$ cat src/gpu_fetch_pkg.sv
// Fetch subsystem localparams, core and fetcher state enums, handshake and retire structs
`default_nettype none

package gpu_fetch_pkg;

    // Core count and widths
    localparam int num_cores    = 4;
    localparam int core_id_bits = 2;
    localparam int addr_bits    = 8;
    localparam int instr_bits   = 16;

    // Start address spacing between neighbouring cores
    localparam logic [addr_bits-1:0] core_pc_stride = 8'd16;

    // Opcodes live in the top nibble of the instruction
    localparam logic [3:0] op_jump = 4'h1;
    localparam logic [3:0] op_halt = 4'hF;

    // Core sequencer states
    typedef enum logic [2:0] {
        CORE_IDLE = 3'd0,
        FETCH     = 3'd1,
        DECODE    = 3'd2,
        EXECUTE   = 3'd3,
        HALTED    = 3'd4
    } core_state_t;

    // Fetcher states, a separate type from the core states
    typedef enum logic [1:0] {
        FETCHER_IDLE = 2'd0,
        FETCHING     = 2'd1,
        FETCHED      = 2'd2
    } fetcher_state_t;

    // Requester to responder half of the four-phase channel
    typedef struct packed {
        logic                 req;
        logic [addr_bits-1:0] addr;
    } fetch_req_t;

    // Responder to requester half
    typedef struct packed {
        logic                  ack;
        logic [instr_bits-1:0] data;
    } fetch_rsp_t;

    // One record per decoded instruction
    typedef struct packed {
        logic                  valid;
        logic [addr_bits-1:0]  pc;
        logic [instr_bits-1:0] instr;
    } retire_t;

endpackage

`default_nettype wire

$ cat src/core_sequencer.sv
// Per-core FETCH, DECODE, EXECUTE sequencer with PC update, jump and halt decode, retire record
`default_nettype none
`timescale 1ns/100ps

module core_sequencer (
    input  logic                                   clk,
    input  logic                                   reset,
    input  logic                                   start,
    input  logic [gpu_fetch_pkg::core_id_bits-1:0] core_id,
    input  gpu_fetch_pkg::fetcher_state_t          fetcher_state,
    input  logic [gpu_fetch_pkg::instr_bits-1:0]   instruction,
    output gpu_fetch_pkg::core_state_t             core_state,
    output logic [gpu_fetch_pkg::addr_bits-1:0]    pc,
    output gpu_fetch_pkg::retire_t                 retire
);
    import gpu_fetch_pkg::*;

    logic [3:0]           opcode;
    logic [addr_bits-1:0] immediate;
    logic                 is_jump;
    logic                 is_halt;
    logic [addr_bits-1:0] next_pc;

    // Instruction fields
    assign opcode    = instruction[instr_bits-1 -: 4];
    assign immediate = instruction[addr_bits-1:0];
    assign is_jump   = (opcode == op_jump);
    assign is_halt   = (opcode == op_halt);

    // Jump target or the following address, wrapping at the top
    assign next_pc = is_jump ? immediate : pc + 1'b1;

    always_ff @(posedge clk) begin
        if (reset) begin
            core_state <= CORE_IDLE;
            pc         <= '0;
        end else begin
            case (core_state)
                CORE_IDLE: begin
                    if (start) begin
                        core_state <= FETCH;
                        // Each core owns its own slice of program memory
                        pc         <= core_id * core_pc_stride;
                    end
                end
                FETCH: begin
                    // Wait here for as long as the memory takes
                    if (fetcher_state == FETCHED) begin
                        core_state <= DECODE;
                    end
                end
                DECODE: begin
                    core_state <= EXECUTE;
                end
                EXECUTE: begin
                    if (is_halt) begin
                        core_state <= HALTED;
                    end else begin
                        core_state <= FETCH;
                        pc         <= next_pc;
                    end
                end
                HALTED: begin
                    // Only reset leaves this state
                    core_state <= HALTED;
                end
                default: begin
                    core_state <= CORE_IDLE;
                end
            endcase
        end
    end

    // Retire record is valid for the single decode cycle
    always_comb begin
        retire.valid = (core_state == DECODE);
        retire.pc    = pc;
        retire.instr = instruction;
    end

endmodule

`default_nettype wire

$ cat src/fetch_cluster.sv
// Top level with four sequencer and fetcher pairs sharing one program memory arbiter
`default_nettype none
`timescale 1ns/100ps

module fetch_cluster (
    input  logic                                                  clk,
    input  logic                                                  reset,
    input  logic                                                  start,
    output gpu_fetch_pkg::fetch_req_t                             mem_req,
    input  gpu_fetch_pkg::fetch_rsp_t                             mem_rsp,
    output gpu_fetch_pkg::retire_t [gpu_fetch_pkg::num_cores-1:0] retire,
    output logic                                                  done
);
    import gpu_fetch_pkg::*;

    core_state_t                         core_states    [num_cores];
    fetcher_state_t                      fetcher_states [num_cores];
    logic [addr_bits-1:0]                pcs            [num_cores];
    logic [instr_bits-1:0]               instructions   [num_cores];
    fetch_req_t [num_cores-1:0]          client_req;
    fetch_rsp_t [num_cores-1:0]          client_rsp;
    logic [num_cores-1:0]                core_halted;

    for (genvar g = 0; g < num_cores; g++) begin : gen_core
        core_sequencer core_sequencer_inst (
            .clk           (clk),
            .reset         (reset),
            .start         (start),
            .core_id       (core_id_bits'(g)),
            .fetcher_state (fetcher_states[g]),
            .instruction   (instructions[g]),
            .core_state    (core_states[g]),
            .pc            (pcs[g]),
            .retire        (retire[g])
        );

        fetcher fetcher_inst (
            .clk           (clk),
            .reset         (reset),
            .core_state    (core_states[g]),
            .current_pc    (pcs[g]),
            .mem_req       (client_req[g]),
            .mem_rsp       (client_rsp[g]),
            .fetcher_state (fetcher_states[g]),
            .instruction   (instructions[g])
        );

        assign core_halted[g] = (core_states[g] == HALTED);
    end

    program_mem_arbiter program_mem_arbiter_inst (
        .clk        (clk),
        .reset      (reset),
        .client_req (client_req),
        .client_rsp (client_rsp),
        .mem_req    (mem_req),
        .mem_rsp    (mem_rsp)
    );

    // Run is over once every core has halted
    assign done = &core_halted;

endmodule

`default_nettype wire

$ cat src/fetcher.sv
// Per-core instruction fetcher with a four-phase program memory read
`default_nettype none
`timescale 1ns/100ps

module fetcher (
    input  logic                                 clk,
    input  logic                                 reset,
    input  gpu_fetch_pkg::core_state_t           core_state,
    input  logic [gpu_fetch_pkg::addr_bits-1:0]  current_pc,
    output gpu_fetch_pkg::fetch_req_t            mem_req,
    input  gpu_fetch_pkg::fetch_rsp_t            mem_rsp,
    output gpu_fetch_pkg::fetcher_state_t        fetcher_state,
    output logic [gpu_fetch_pkg::instr_bits-1:0] instruction
);
    import gpu_fetch_pkg::*;

    logic rsp_taken;

    // Ack seen while waiting on the read
    assign rsp_taken = (fetcher_state == FETCHING) && mem_rsp.ack;

    always_ff @(posedge clk) begin
        if (reset) begin
            fetcher_state <= FETCHER_IDLE;
            mem_req       <= '0;
        end else begin
            case (fetcher_state)
                FETCHER_IDLE: begin
                    // Previous ack has to be gone before a new req
                    if (core_state == FETCH && !mem_rsp.ack) begin
                        fetcher_state <= FETCHING;
                        mem_req.req   <= 1'b1;
                        mem_req.addr  <= current_pc;
                    end
                end
                FETCHING: begin
                    if (rsp_taken) begin
                        fetcher_state <= FETCHED;
                        mem_req.req   <= 1'b0;
                    end
                end
                FETCHED: begin
                    // Hold the word until the core has moved on to decode
                    if (core_state == DECODE) begin
                        fetcher_state <= FETCHER_IDLE;
                    end
                end
                default: begin
                    fetcher_state <= FETCHER_IDLE;
                end
            endcase
        end
    end

    // Instruction word, kept until the next read completes
    always_ff @(posedge clk) begin
        if (rsp_taken) begin
            instruction <= mem_rsp.data;
        end
    end

endmodule

`default_nettype wire

$ cat src/program_mem_arbiter.sv
// Round-robin arbiter of fetcher req/ack channels onto one program memory port
`default_nettype none
`timescale 1ns/100ps

module program_mem_arbiter (
    input  logic                                                   clk,
    input  logic                                                   reset,
    input  gpu_fetch_pkg::fetch_req_t [gpu_fetch_pkg::num_cores-1:0] client_req,
    output gpu_fetch_pkg::fetch_rsp_t [gpu_fetch_pkg::num_cores-1:0] client_rsp,
    output gpu_fetch_pkg::fetch_req_t                              mem_req,
    input  gpu_fetch_pkg::fetch_rsp_t                              mem_rsp
);
    import gpu_fetch_pkg::*;

    logic                    busy;
    logic [core_id_bits-1:0] grant;
    logic [core_id_bits-1:0] rr_ptr;
    logic                    port_idle;
    logic                    pick_valid;
    logic [core_id_bits-1:0] pick_idx;
    logic [core_id_bits-1:0] cand;

    // Both halves of the handshake are back to zero
    assign port_idle = !mem_req.req && !mem_rsp.ack;

    // First requester at or after the pointer
    // Walk the offsets downward so the nearest one is kept last
    always_comb begin
        pick_valid = 1'b0;
        pick_idx   = rr_ptr;
        cand       = rr_ptr;
        for (int k = num_cores - 1; k >= 0; k--) begin
            cand = rr_ptr + core_id_bits'(k);
            if (client_req[cand].req) begin
                pick_valid = 1'b1;
                pick_idx   = cand;
            end
        end
    end

    always_ff @(posedge clk) begin
        if (reset) begin
            busy    <= 1'b0;
            grant   <= '0;
            rr_ptr  <= '0;
            mem_req <= '0;
        end else if (!busy) begin
            if (port_idle && pick_valid) begin
                busy    <= 1'b1;
                grant   <= pick_idx;
                mem_req <= client_req[pick_idx];
            end
        end else begin
            if (port_idle) begin
                // Full four-phase cycle done, move past the winner
                busy   <= 1'b0;
                rr_ptr <= grant + 1'b1;
            end else begin
                // Follow the winner, req falls one cycle after the fetcher drops it
                mem_req <= client_req[grant];
            end
        end
    end

    // Ack and data reach the granted fetcher only
    always_comb begin
        for (int i = 0; i < num_cores; i++) begin
            client_rsp[i] = '0;
            if (busy && grant == core_id_bits'(i)) begin
                client_rsp[i] = mem_rsp;
            end
        end
    end

endmodule

`default_nettype wire

$ cat config.mk
export PLATFORM = sky130hd
export DESIGN_NAME = fetch_cluster
export DESIGN_NICKNAME = d
export VERILOG_FILES = /design/src/gpu_fetch_pkg.sv /design/src/core_sequencer.sv /design/src/fetch_cluster.sv /design/src/fetcher.sv /design/src/program_mem_arbiter.sv
export SDC_FILE = /design/constraint.sdc
export NUM_CORES = 1
export LEC_CHECK = 0
export ABC_AREA = 1
export BUFFER_PORTS_ARGS = -buffer_cell sky130_fd_sc_hd__buf_2
export CAP_MARGIN = 30
export CORE_MARGIN = 2
export CORE_UTILIZATION = 45
export CTS_CLUSTER_DIAMETER = 40
export DETAILED_ROUTE_END_ITERATION = 16
export GPL_ROUTABILITY_DRIVEN = 1
export PLACE_DENSITY = 0.72
export SLEW_MARGIN = 30
export SYNTH_ARGS = -nofsm -noshare
export SYNTH_HDL_FRONTEND = slang
export SYNTH_SLANG_ARGS = --single-unit
$ cat constraint.sdc
create_clock -name clk -period 5.85 [get_ports clk]
set_input_delay 1.17 -clock clk [delete_from_list [all_inputs] [get_ports clk]]
set_output_delay 1.17 -clock clk [all_outputs]
set_load 0.05 [all_outputs]
==> results.yml, run 1 <==
status:
  run_status: "completed"
pwr:
  p_per_area_nw_per_um2: 477
  power.leakage_nw: 4.02
  ir_worst_vdd_mv: 0.267
clock_tree:
  cts_buffer_depth: 2
  post_cts_buffers: 0
  cts_tree: "done"
  clkSinkCount: 166
  htreeDepth: 4
  cts_resized: 0
  cts_root_buf: "clkbuf_16"
  hold_buffers: 0
  clk_latency_ps: 430
  cts_buffers: 17
  cts.reportedPaths.clkPinSlew_ps: 60
worst_setup_path:
  cpMostUsedCell: "inv_1"
  start_kind: "flip-flop"
  required_ps: 6130
  endpoint_kind: "flip-flop"
  slowest_delay_ps: 870
  criticalPathCategory: "reg2reg"
  worstPathMaxFanout: 26
  arrival_ps: 3800
  cp_cell_sequence: "inv_1 > ha_1 > nand2_1 > nor2_1 > inv_1 > nand4_1 > o21ai_0 > a21oi_1"
  crit_slowest_cell: "dfxtp_1"
floorplanning:
  boundaryPins: 130
  die_h_um: 137
  rows: 48
  die_x_um: 137
  core_sq_um: 17300
  initial_core_util: 0.462
  die_area_sq_um: 18800
drt:
  drt-pass1-iter-count: 7
  drt_wl_total_um: 21700
  drc: 0
  ant_nets: 0
  first_iter_violations: 628
  viasPerCell: 5.25
  avgRoutedWirePerCell_um: 15.9
  vias: 7182
synthesis:
  syn_nets: 1040
  synth.avg_cell_area_sq_um: 7.89
  ys_seq_area_frac: 0.497
  synth_cell_type_count: 44
  synth_edf_count: 64
  synthCells: 1012
  ys_seq_elements: 166
  ys.flop_type: "dfxtp_1"
  async_reset_ff_frac: 0
  syn_area_sq_um: 7980
  ys_warn_count: 0
final_layout:
  syn2layout_area_growth_pct: 17.5
  drive_gt1_frac: 0.177
  post-route-util: 0.542
  fin_nets: 1158
  finish.instance_area_sq_um: 9380
  antennaDiodeCount: 0
placed_design:
  dpl-instance-area_sq_um: 8780
  io_buffers: 129
  hpwlAfterDp_um: 15800
  post-place-ws_ps: 2500
  gp_congestion: 0.886
timing:
  layout_setup_ws_ps: 2340
  rsz0062_at_grt: "no"
  max_slew_margin: 0.437
  period_minus_slack_ps: 3510
  finalHoldViolations: 0
  setup-violations-final: 0
  fin_skew_ps: 10.7
  fin_setup_tns_ps: 0
  tightestPinTransition_ps: 844
  fin_crit_sh: 0.601
  drv_slew: 0
  timing.fmax_ghz: 0.285
global_route:
  track_usage: 0.239
  grt.overflow.total: 0
  grt_pass1_vias: 6742
  grt_max_degree: 59
  antenna_found_initial: 0
  grt_pass1_wl_um: 34700
min_path:
  hold_class: "reg2reg"
flow_run:
  maxCapViolCount: 0
==> final cells by class <==
type / count / area [sq um]
repair buffers: 131 / 663
fillers: 1623 / 7920
clock inverters: 12 / 155
clock buffers: 20 / 447
multi-input cells: 658 / 3290
well taps: 225 / 282
flip-flops and latches: 166 / 3960
inverters: 156 / 586
==> power breakdown <==
group	internal [mW]	total, mW	switching (mW)
clock network	0.684	1.15	0.466
logic	0.488	1.68	1.19
registers	1.42	1.64	0.227
total	2.59	4.47	1.89
==> metrics by stage <==
step	hold slack [ps]	power [mW]	std cells
after floorplan	434	2.95	1012
after global placement	460	3.30	1336
after detailed placement	465	3.32	1336
after CTS	474	4.47	1368
after global routing	497	4.77	1368
final	474	4.47	1368
==> state kept, by name (all words and copies together), names as in the netlist <==
register	flops
program_mem_arbiter_inst.rr_ptr	2
gen_core.fetcher_inst.mem_req	36
program_mem_arbiter_inst.busy	1
gen_core.core_sequencer_inst.pc	32
gen_core.core_sequencer_inst.core_state	12
program_mem_arbiter_inst.mem_req	9
gen_core.fetcher_inst.instruction	64
gen_core.fetcher_inst.fetcher_state	8
program_mem_arbiter_inst.grant	2
==> synth_stat cells, types with 4 or more instances <==
cell type | n | area share
nor2_1 | 149 | 0.070
inv_1 | 146 | 0.069
nand2_1 | 137 | 0.064
dfxtp_1 | 102 | 0.26
o21ai_0 | 100 | 0.063
a21oi_1 | 91 | 0.057
nand3_1 | 70 | 0.044
edfxtp_1 | 64 | 0.24
clkbuf_1 | 25 | 0.012
nand2_2 | 14 | 0.011
nor3_1 | 14 | 0.0088
o211ai_1 | 13 | 0.012
a211oi_1 | 10 | 0.0094
ha_1 | 8 | 0.013
inv_2 | 8 | 0.0038
xor2_1 | 7 | 0.0077
nand3b_1 | 5 | 0.0047
nand4_1 | 5 | 0.0039
buf_2 | 4 | 0.0025
==> kinds of logic after synthesis <==
family | after synthesis | synth area share
fa+ha+maj | 8 | 0.0125
simple gates | 410 | 0.229
compound gates | 230 | 0.159
buf+inv | 188 | 0.0919
xor+xnor | 10 | 0.0110
flops | 166 | 0.497
==> cells in the final DEF (no fill, tap or decap), drive strengths merged <==
cell / Yosys / routed
nand4: 6 / 6
a31oi: 3 / 3
o31ai: 3 / 3
inv: 154 / 155
nor4: 4 / 4
a221oi: 3 / 3
o21a: 1 / 1
nand3b: 5 / 5
nor2: 151 / 151
nor3: 17 / 17
clkinv: 2 / 8
nand2: 154 / 154
o21ai: 103 / 103
buf: 7 / 131
nand3: 72 / 72
a211oi: 10 / 10
a21oi: 93 / 93
nor3b: 1 / 1
o211ai: 13 / 13
clkbuf: 25 / 20
edfxtp: 64 / 64
xnor2: 3 / 3
xor2: 7 / 7
clkinvlp: 0 / 2
ha: 8 / 8
a31o: 1 / 1
dfxtp: 102 / 102
bufinv: 0 / 3
==> critical path, delay by kind of cell (launching register included) <==
family                   cells  cell delay, ps
AND/OR/NAND/NOR              3            1100
flip-flops                   1             870
buffers and inverters        2             540
AO/OA/AOI/OAI                2             540
adder cells (fa/ha/maj)      1             320
==> per-layer routing <==
layer | track usage | vias to the layer above | wire [um]
met5 | 0 | - | 0
met4 | 0.0882 | 0 | 431
met3 | 0.0629 | 32 | 1610
met2 | 0.379 | 238 | 10200
met1 | 0.314 | 3330 | 9450
li1 | - | 3582 | -
==> final timing paths <==
| path | from | to | slack [ps] | depth (start not counted) |
|---|---|---|---|---|
| max | program_mem_arbiter_inst.grant[0] | gen_core[2].fetcher_inst.mem_req[0] | 2340 | 8 |
| min | gen_core[0].fetcher_inst.mem_req[2] | gen_core[0].fetcher_inst.mem_req[2] | 470 | 2 |
| max reg2reg | program_mem_arbiter_inst.grant[0] | gen_core[2].fetcher_inst.mem_req[0] | 2340 | 8 |
| min reg2reg | gen_core[0].fetcher_inst.mem_req[2] | gen_core[0].fetcher_inst.mem_req[2] | 470 | 2 |
No activity file was read; power rests on OpenSTA's default activity.
==> run 2, diff against run 1 <==
Clock period 5.85 ns to 3.4 ns, I/O delays scaled along.
==> results.yml, run 2 (synthesis results as in run 1) <==
drt:
  first_iter_violations: 655
  drc: 0
  viasPerCell: 5.23
  avgRoutedWirePerCell_um: 15.8
  drt_wl_total_um: 21800
  vias: 7189
  ant_nets: 0
  drt-pass1-iter-count: 5
worst_setup_path:
  worstPathMaxFanout: 18
  ff2ff_path_depth: 8
  start_kind: "flip-flop"
  criticalPathCategory: "reg2reg"
  arrival_ps: 3190
  required_ps: 3700
  endpoint_kind: "flip-flop"
global_route:
  antenna_found_initial: 0
  grt_pass1_wl_um: 34500
  grt_max_degree: 58
  grt.overflow.total: 0
  grt_pass1_vias: 6655
  track_usage: 0.239
floorplanning:
  rows: 48
  initial_core_util: 0.462
  die_x_um: 137
  die_area_sq_um: 18800
  core_sq_um: 17300
  boundaryPins: 130
  die_h_um: 137
timing:
  fin_skew_ps: 9.74
  fin_setup_tns_ps: 0
  tightestPinTransition_ps: 762
  period_minus_slack_ps: 2890
  rsz0062_at_grt: "no"
  timing.fmax_ghz: 0.346
  drv_slew: 0
  hold_ws_ps: 472
  setup-violations-final: 0
  fin_crit_sh: 0.850
  max_slew_margin: 0.487
  finalHoldViolations: 0
final_layout:
  reg_top3: "gen_core.fetcher_inst.instruction x64, gen_core.fetcher_inst.mem_req x36, gen_core.core_sequencer_inst.pc x32"
  largest_reg_flops: 64
  layout.cells.non_filler: 1374
  syn2layout_area_growth_pct: 17.4
  fin_nets: 1164
  fillers: 1621
  antennaDiodeCount: 0
  drive_gt1_frac: 0.180
  final_common_cell: "nor2_1"
  final_cell_mix: "nor2_1, inv_1, nand2_1"
  finish.instance_area_sq_um: 9370
  top_register: "gen_core.fetcher_inst.instruction"
pwr:
  p_int_mw: 4.32
  net-switching-power_mw: 3.28
  power_frac_seq: 0.368
  combPwrFrac: 0.393
  pwr-share-clk: 0.239
  netSwitchingFraction: 0.431
  ir_worst_vdd_mv: 0.459
  power.leakage_nw: 4.02
  p_per_area_nw_per_um2: 811
min_path:
  hold_class: "reg2reg"
  hold_path_depth: 2
clock_tree:
  clkSinkCount: 166
  cts_buffers: 17
  cts.reportedPaths.clkPinSlew_ps: 60
  clk_latency_ps: 430
  cts_tree: "done"
  cts_resized: 0
  hold_buffers: 0
  cts_buffer_depth: 2
  cts_root_buf: "clkbuf_16"
  htreeDepth: 4
  post_cts_buffers: 0
placed_design:
  place_inst: 1342
  hpwlAfterDp_um: 16000
  gp_congestion: 0.918
  io_buffers: 129
  dpl-instance-area_sq_um: 8820
flow_run:
  maxCapViolCount: 0
status:
  run_status: "completed"
==> run 2: worst max-delay path: stages (launching register included) <==
cell,delay (ps)
dfxtp_1,580
inv_1,290
ha_1,260
nand2_1,460
nor2_1,110
inv_1,100
nand4_1,500
o21ai_0,390
a21oi_1,60
==> run 2: path summary, 6_finish.rpt <==
| check | to | slack (ps) | start |
|---|---|---|---|
| setup reg to reg | gen_core[1].fetcher_inst.mem_req[4] | 510 | program_mem_arbiter_inst.grant[1] |
| hold / removal | gen_core[0].fetcher_inst.mem_req[7] | 470 | gen_core[0].fetcher_inst.mem_req[7] |
| setup / recovery | gen_core[1].fetcher_inst.mem_req[4] | 510 | program_mem_arbiter_inst.grant[1] |
| hold reg to reg | gen_core[0].fetcher_inst.mem_req[7] | 470 | gen_core[0].fetcher_inst.mem_req[7] |
==> run 2: final cells by class <==
type,instances,area [sq um],area share
Sequential cell,166,3960,0.423
Clock buffer,20,447,0.0477
Timing Repair Buffer,137,706,0.0753
Multi-Input combinational cell,658,3290,0.351
Clock inverter,12,105,0.0112
Tap cell,225,282,0.0300
Inverter,156,586,0.0625
==> run 2: metrics by stage <==
step,setup slack (ps),utilization,total power [mW]
2_1_floorplan,1140,-,5.08
3_3_place_gp,702,0.510,5.71
3_5_place_dp,568,0.510,5.76
4_1_cts,555,0.542,7.57
5_1_grt,176,0.542,8.09
6_report,511,0.542,7.60
==> run 2: power groups by stage <==
stage | logic, mW | registers (mW) | clock network, mW
after floorplan | 1.96 | 3.12 | 0
after global placement | 2.89 | 2.82 | 0
after detailed placement | 2.93 | 2.83 | 0
after CTS | 2.95 | 2.79 | 1.83
after global routing | 3.34 | 2.84 | 1.91
final | 2.99 | 2.80 | 1.82
==> run 2: metal layers <==
metal	vias up	part of all wire	track usage
li1	3588	-	-
met1	3271	0.45	0.330
met2	293	0.46	0.367
met3	37	0.073	0.0563
met4	0	0.021	0.0853
met5	-	0	0
==> run 3, diff against run 2 <==
Settings changed: PLACE_DENSITY 0.72 to 0.74.
Clock period 3.4 ns to 2.5 ns, I/O delays scaled along.
==> results.yml, run 3 (synthesis results as in run 1) <==
drt:
  drc: 0
  drt-pass1-iter-count: 5
  avgRoutedWirePerCell_um: 15.9
  ant_nets: 0
  drt_wl_total_um: 22100
  viasPerCell: 5.31
  first_iter_violations: 709
  vias: 7367
clock_tree:
  cts_tree: "done"
  post_cts_buffers: 0
  cts_buffers: 17
  cts_buffer_depth: 2
  cts_root_buf: "clkbuf_16"
  clk_latency_ps: 430
  clkSinkCount: 166
  cts.reportedPaths.clkPinSlew_ps: 70
  htreeDepth: 4
  hold_buffers: 0
  cts_resized: 0
pwr:
  power.leakage_nw: 4.07
  pwr-share-clk: 0.235
  net-switching-power_mw: 4.45
  combPwrFrac: 0.397
  ir_worst_vdd_mv: 0.768
  p_per_area_nw_per_um2: 1100
  netSwitchingFraction: 0.429
  p_int_mw: 5.91
  power_frac_seq: 0.368
final_layout:
  syn2layout_area_growth_pct: 18.5
  largest_reg_flops: 64
  top_register: "gen_core.fetcher_inst.instruction"
  post-route-util: 0.547
  reg_top3: "gen_core.fetcher_inst.instruction x64, gen_core.fetcher_inst.mem_req x36, gen_core.core_sequencer_inst.pc x32"
  final_common_cell: "nor2_1"
  fin_nets: 1177
  antennaDiodeCount: 0
  drive_gt1_frac: 0.188
  final_cell_mix: "nor2_1, inv_1, nand2_1"
  layout.cells.non_filler: 1387
min_path:
  worstHoldStart: "mem_rsp[8]"
  hold_class: "in2reg"
  holdPathEnd: "gen_core[0].fetcher_inst.instruction[8]"
  hold_path_depth: 3
worst_setup_path:
  worstPathMaxFanout: 5
  required_ps: 2000
  crit_slowest_cell: "nor3_1"
  cp_cell_sequence: "nor3_1 > buf_2"
  ff2ff_path_depth: 13
  crit_buf_inv: 1
  timing.rr.start: "program_mem_arbiter_inst.rr_ptr[0]"
  r2r-end: "program_mem_arbiter_inst.mem_req[4]"
  start_kind: "flip-flop"
  critPathTopFamily: "simple AND/OR/NAND/NOR gates"
  slowest_delay_ps: 520
  rrSetupSlack_ps: 340
  endpoint_kind: "primary output"
  criticalPathCategory: "reg2out"
  arrival_ps: 1680
flow_run:
  maxCapViolCount: 0
global_route:
  grt_max_degree: 58
  track_usage: 0.240
  grt_pass1_wl_um: 35000
  antenna_found_initial: 0
  grt_pass1_vias: 6850
  grt.overflow.total: 0
timing:
  fin_skew_ps: 7.08
  finalHoldViolations: 0
  fin_crit_sh: 0.872
  fin_setup_tns_ps: 0
  drv_slew: 0
  tightestPinTransition_ps: 679
  max_slew_margin: 0.547
  period_minus_slack_ps: 2180
  timing.fmax_ghz: 0.459
  setup-violations-final: 0
  rsz0062_at_grt: "no"
floorplanning:
  die_x_um: 137
  core_sq_um: 17300
  boundaryPins: 130
  die_area_sq_um: 18800
  initial_core_util: 0.462
  rows: 48
  die_h_um: 137
placed_design:
  gp_congestion: 0.937
  hpwlAfterDp_um: 16300
  place_inst: 1355
  io_buffers: 129
status:
  run_status: "completed"
run 3: worst max-delay path by stage:
stage	start	to	slack, ps	cells past startpoint
finish	gen_core[2].core_sequencer_inst.core_state[2]	retire[74]	320	2
global route	program_mem_arbiter_inst.rr_ptr[0]	program_mem_arbiter_inst.mem_req[7]	130	13
CTS	program_mem_arbiter_inst.rr_ptr[0]	program_mem_arbiter_inst.mem_req[4]	190	13
detailed placement	program_mem_arbiter_inst.rr_ptr[0]	program_mem_arbiter_inst.mem_req[5]	250	13
global placement	program_mem_arbiter_inst.rr_ptr[0]	program_mem_arbiter_inst.mem_req[7]	380	13
floorplan	program_mem_arbiter_inst.grant[1]	gen_core[1].fetcher_inst.instruction[0]	380	8
run 3: layout make-up:
| cell class | count | area [sq um] |
|---|---|---|
| tap | 225 | 282 |
| clock inverter | 12 | 105 |
| timing repair buffer | 150 | 803 |
| inverter | 156 | 586 |
| clock buffer | 20 | 437 |
| sequential | 166 | 3970 |
| multi-input combinational | 658 | 3290 |
| fill | 1647 | 7830 |
run 3: layer usage:
layer	part of all wire	up-vias	global-route usage
met5	0	-	0
met4	0.025	0	0.0819
met3	0.076	43	0.0607
met2	0.47	288	0.394
met1	0.43	3415	0.310
li1	-	3621	-
run 3: worst register-to-register path: stages, from the launching register on:
cell and delay [ps]:
dfxtp_2 470, inv_2 130, nand2_1 100, nand2_1 70
nand2_1 100, nand2_1 80, inv_2 80, nand2_4 70
o31ai_4 270, o21ai_2 270, o21ai_0 240, inv_1 70
nand2_1 70, inv_1 40
run 3: metrics by stage:
| stage | power [mW] | area [sq um] | worst slack, ps | hold slack (ps) |
|---|---|---|---|---|
| after floorplan | 6.91 | 7980 | 380 | 434 |
| after global placement | 7.82 | 8920 | 382 | 469 |
| after detailed placement | 7.90 | 8920 | 253 | 467 |
| after CTS | 10.3 | 9460 | 191 | 421 |
| after global routing | 11.0 | 9460 | 127 | 438 |
| final | 10.4 | 9460 | 321 | 440 |
run 3: power groups by stage:
stage	combinational [mW]	clock, mW	sequential, mW
after floorplan	2.66	0	4.25
after global placement	3.96	0	3.86
after detailed placement	4.04	0	3.86
after CTS	4.08	2.47	3.80
after global routing	4.59	2.58	3.87
final	4.11	2.44	3.81
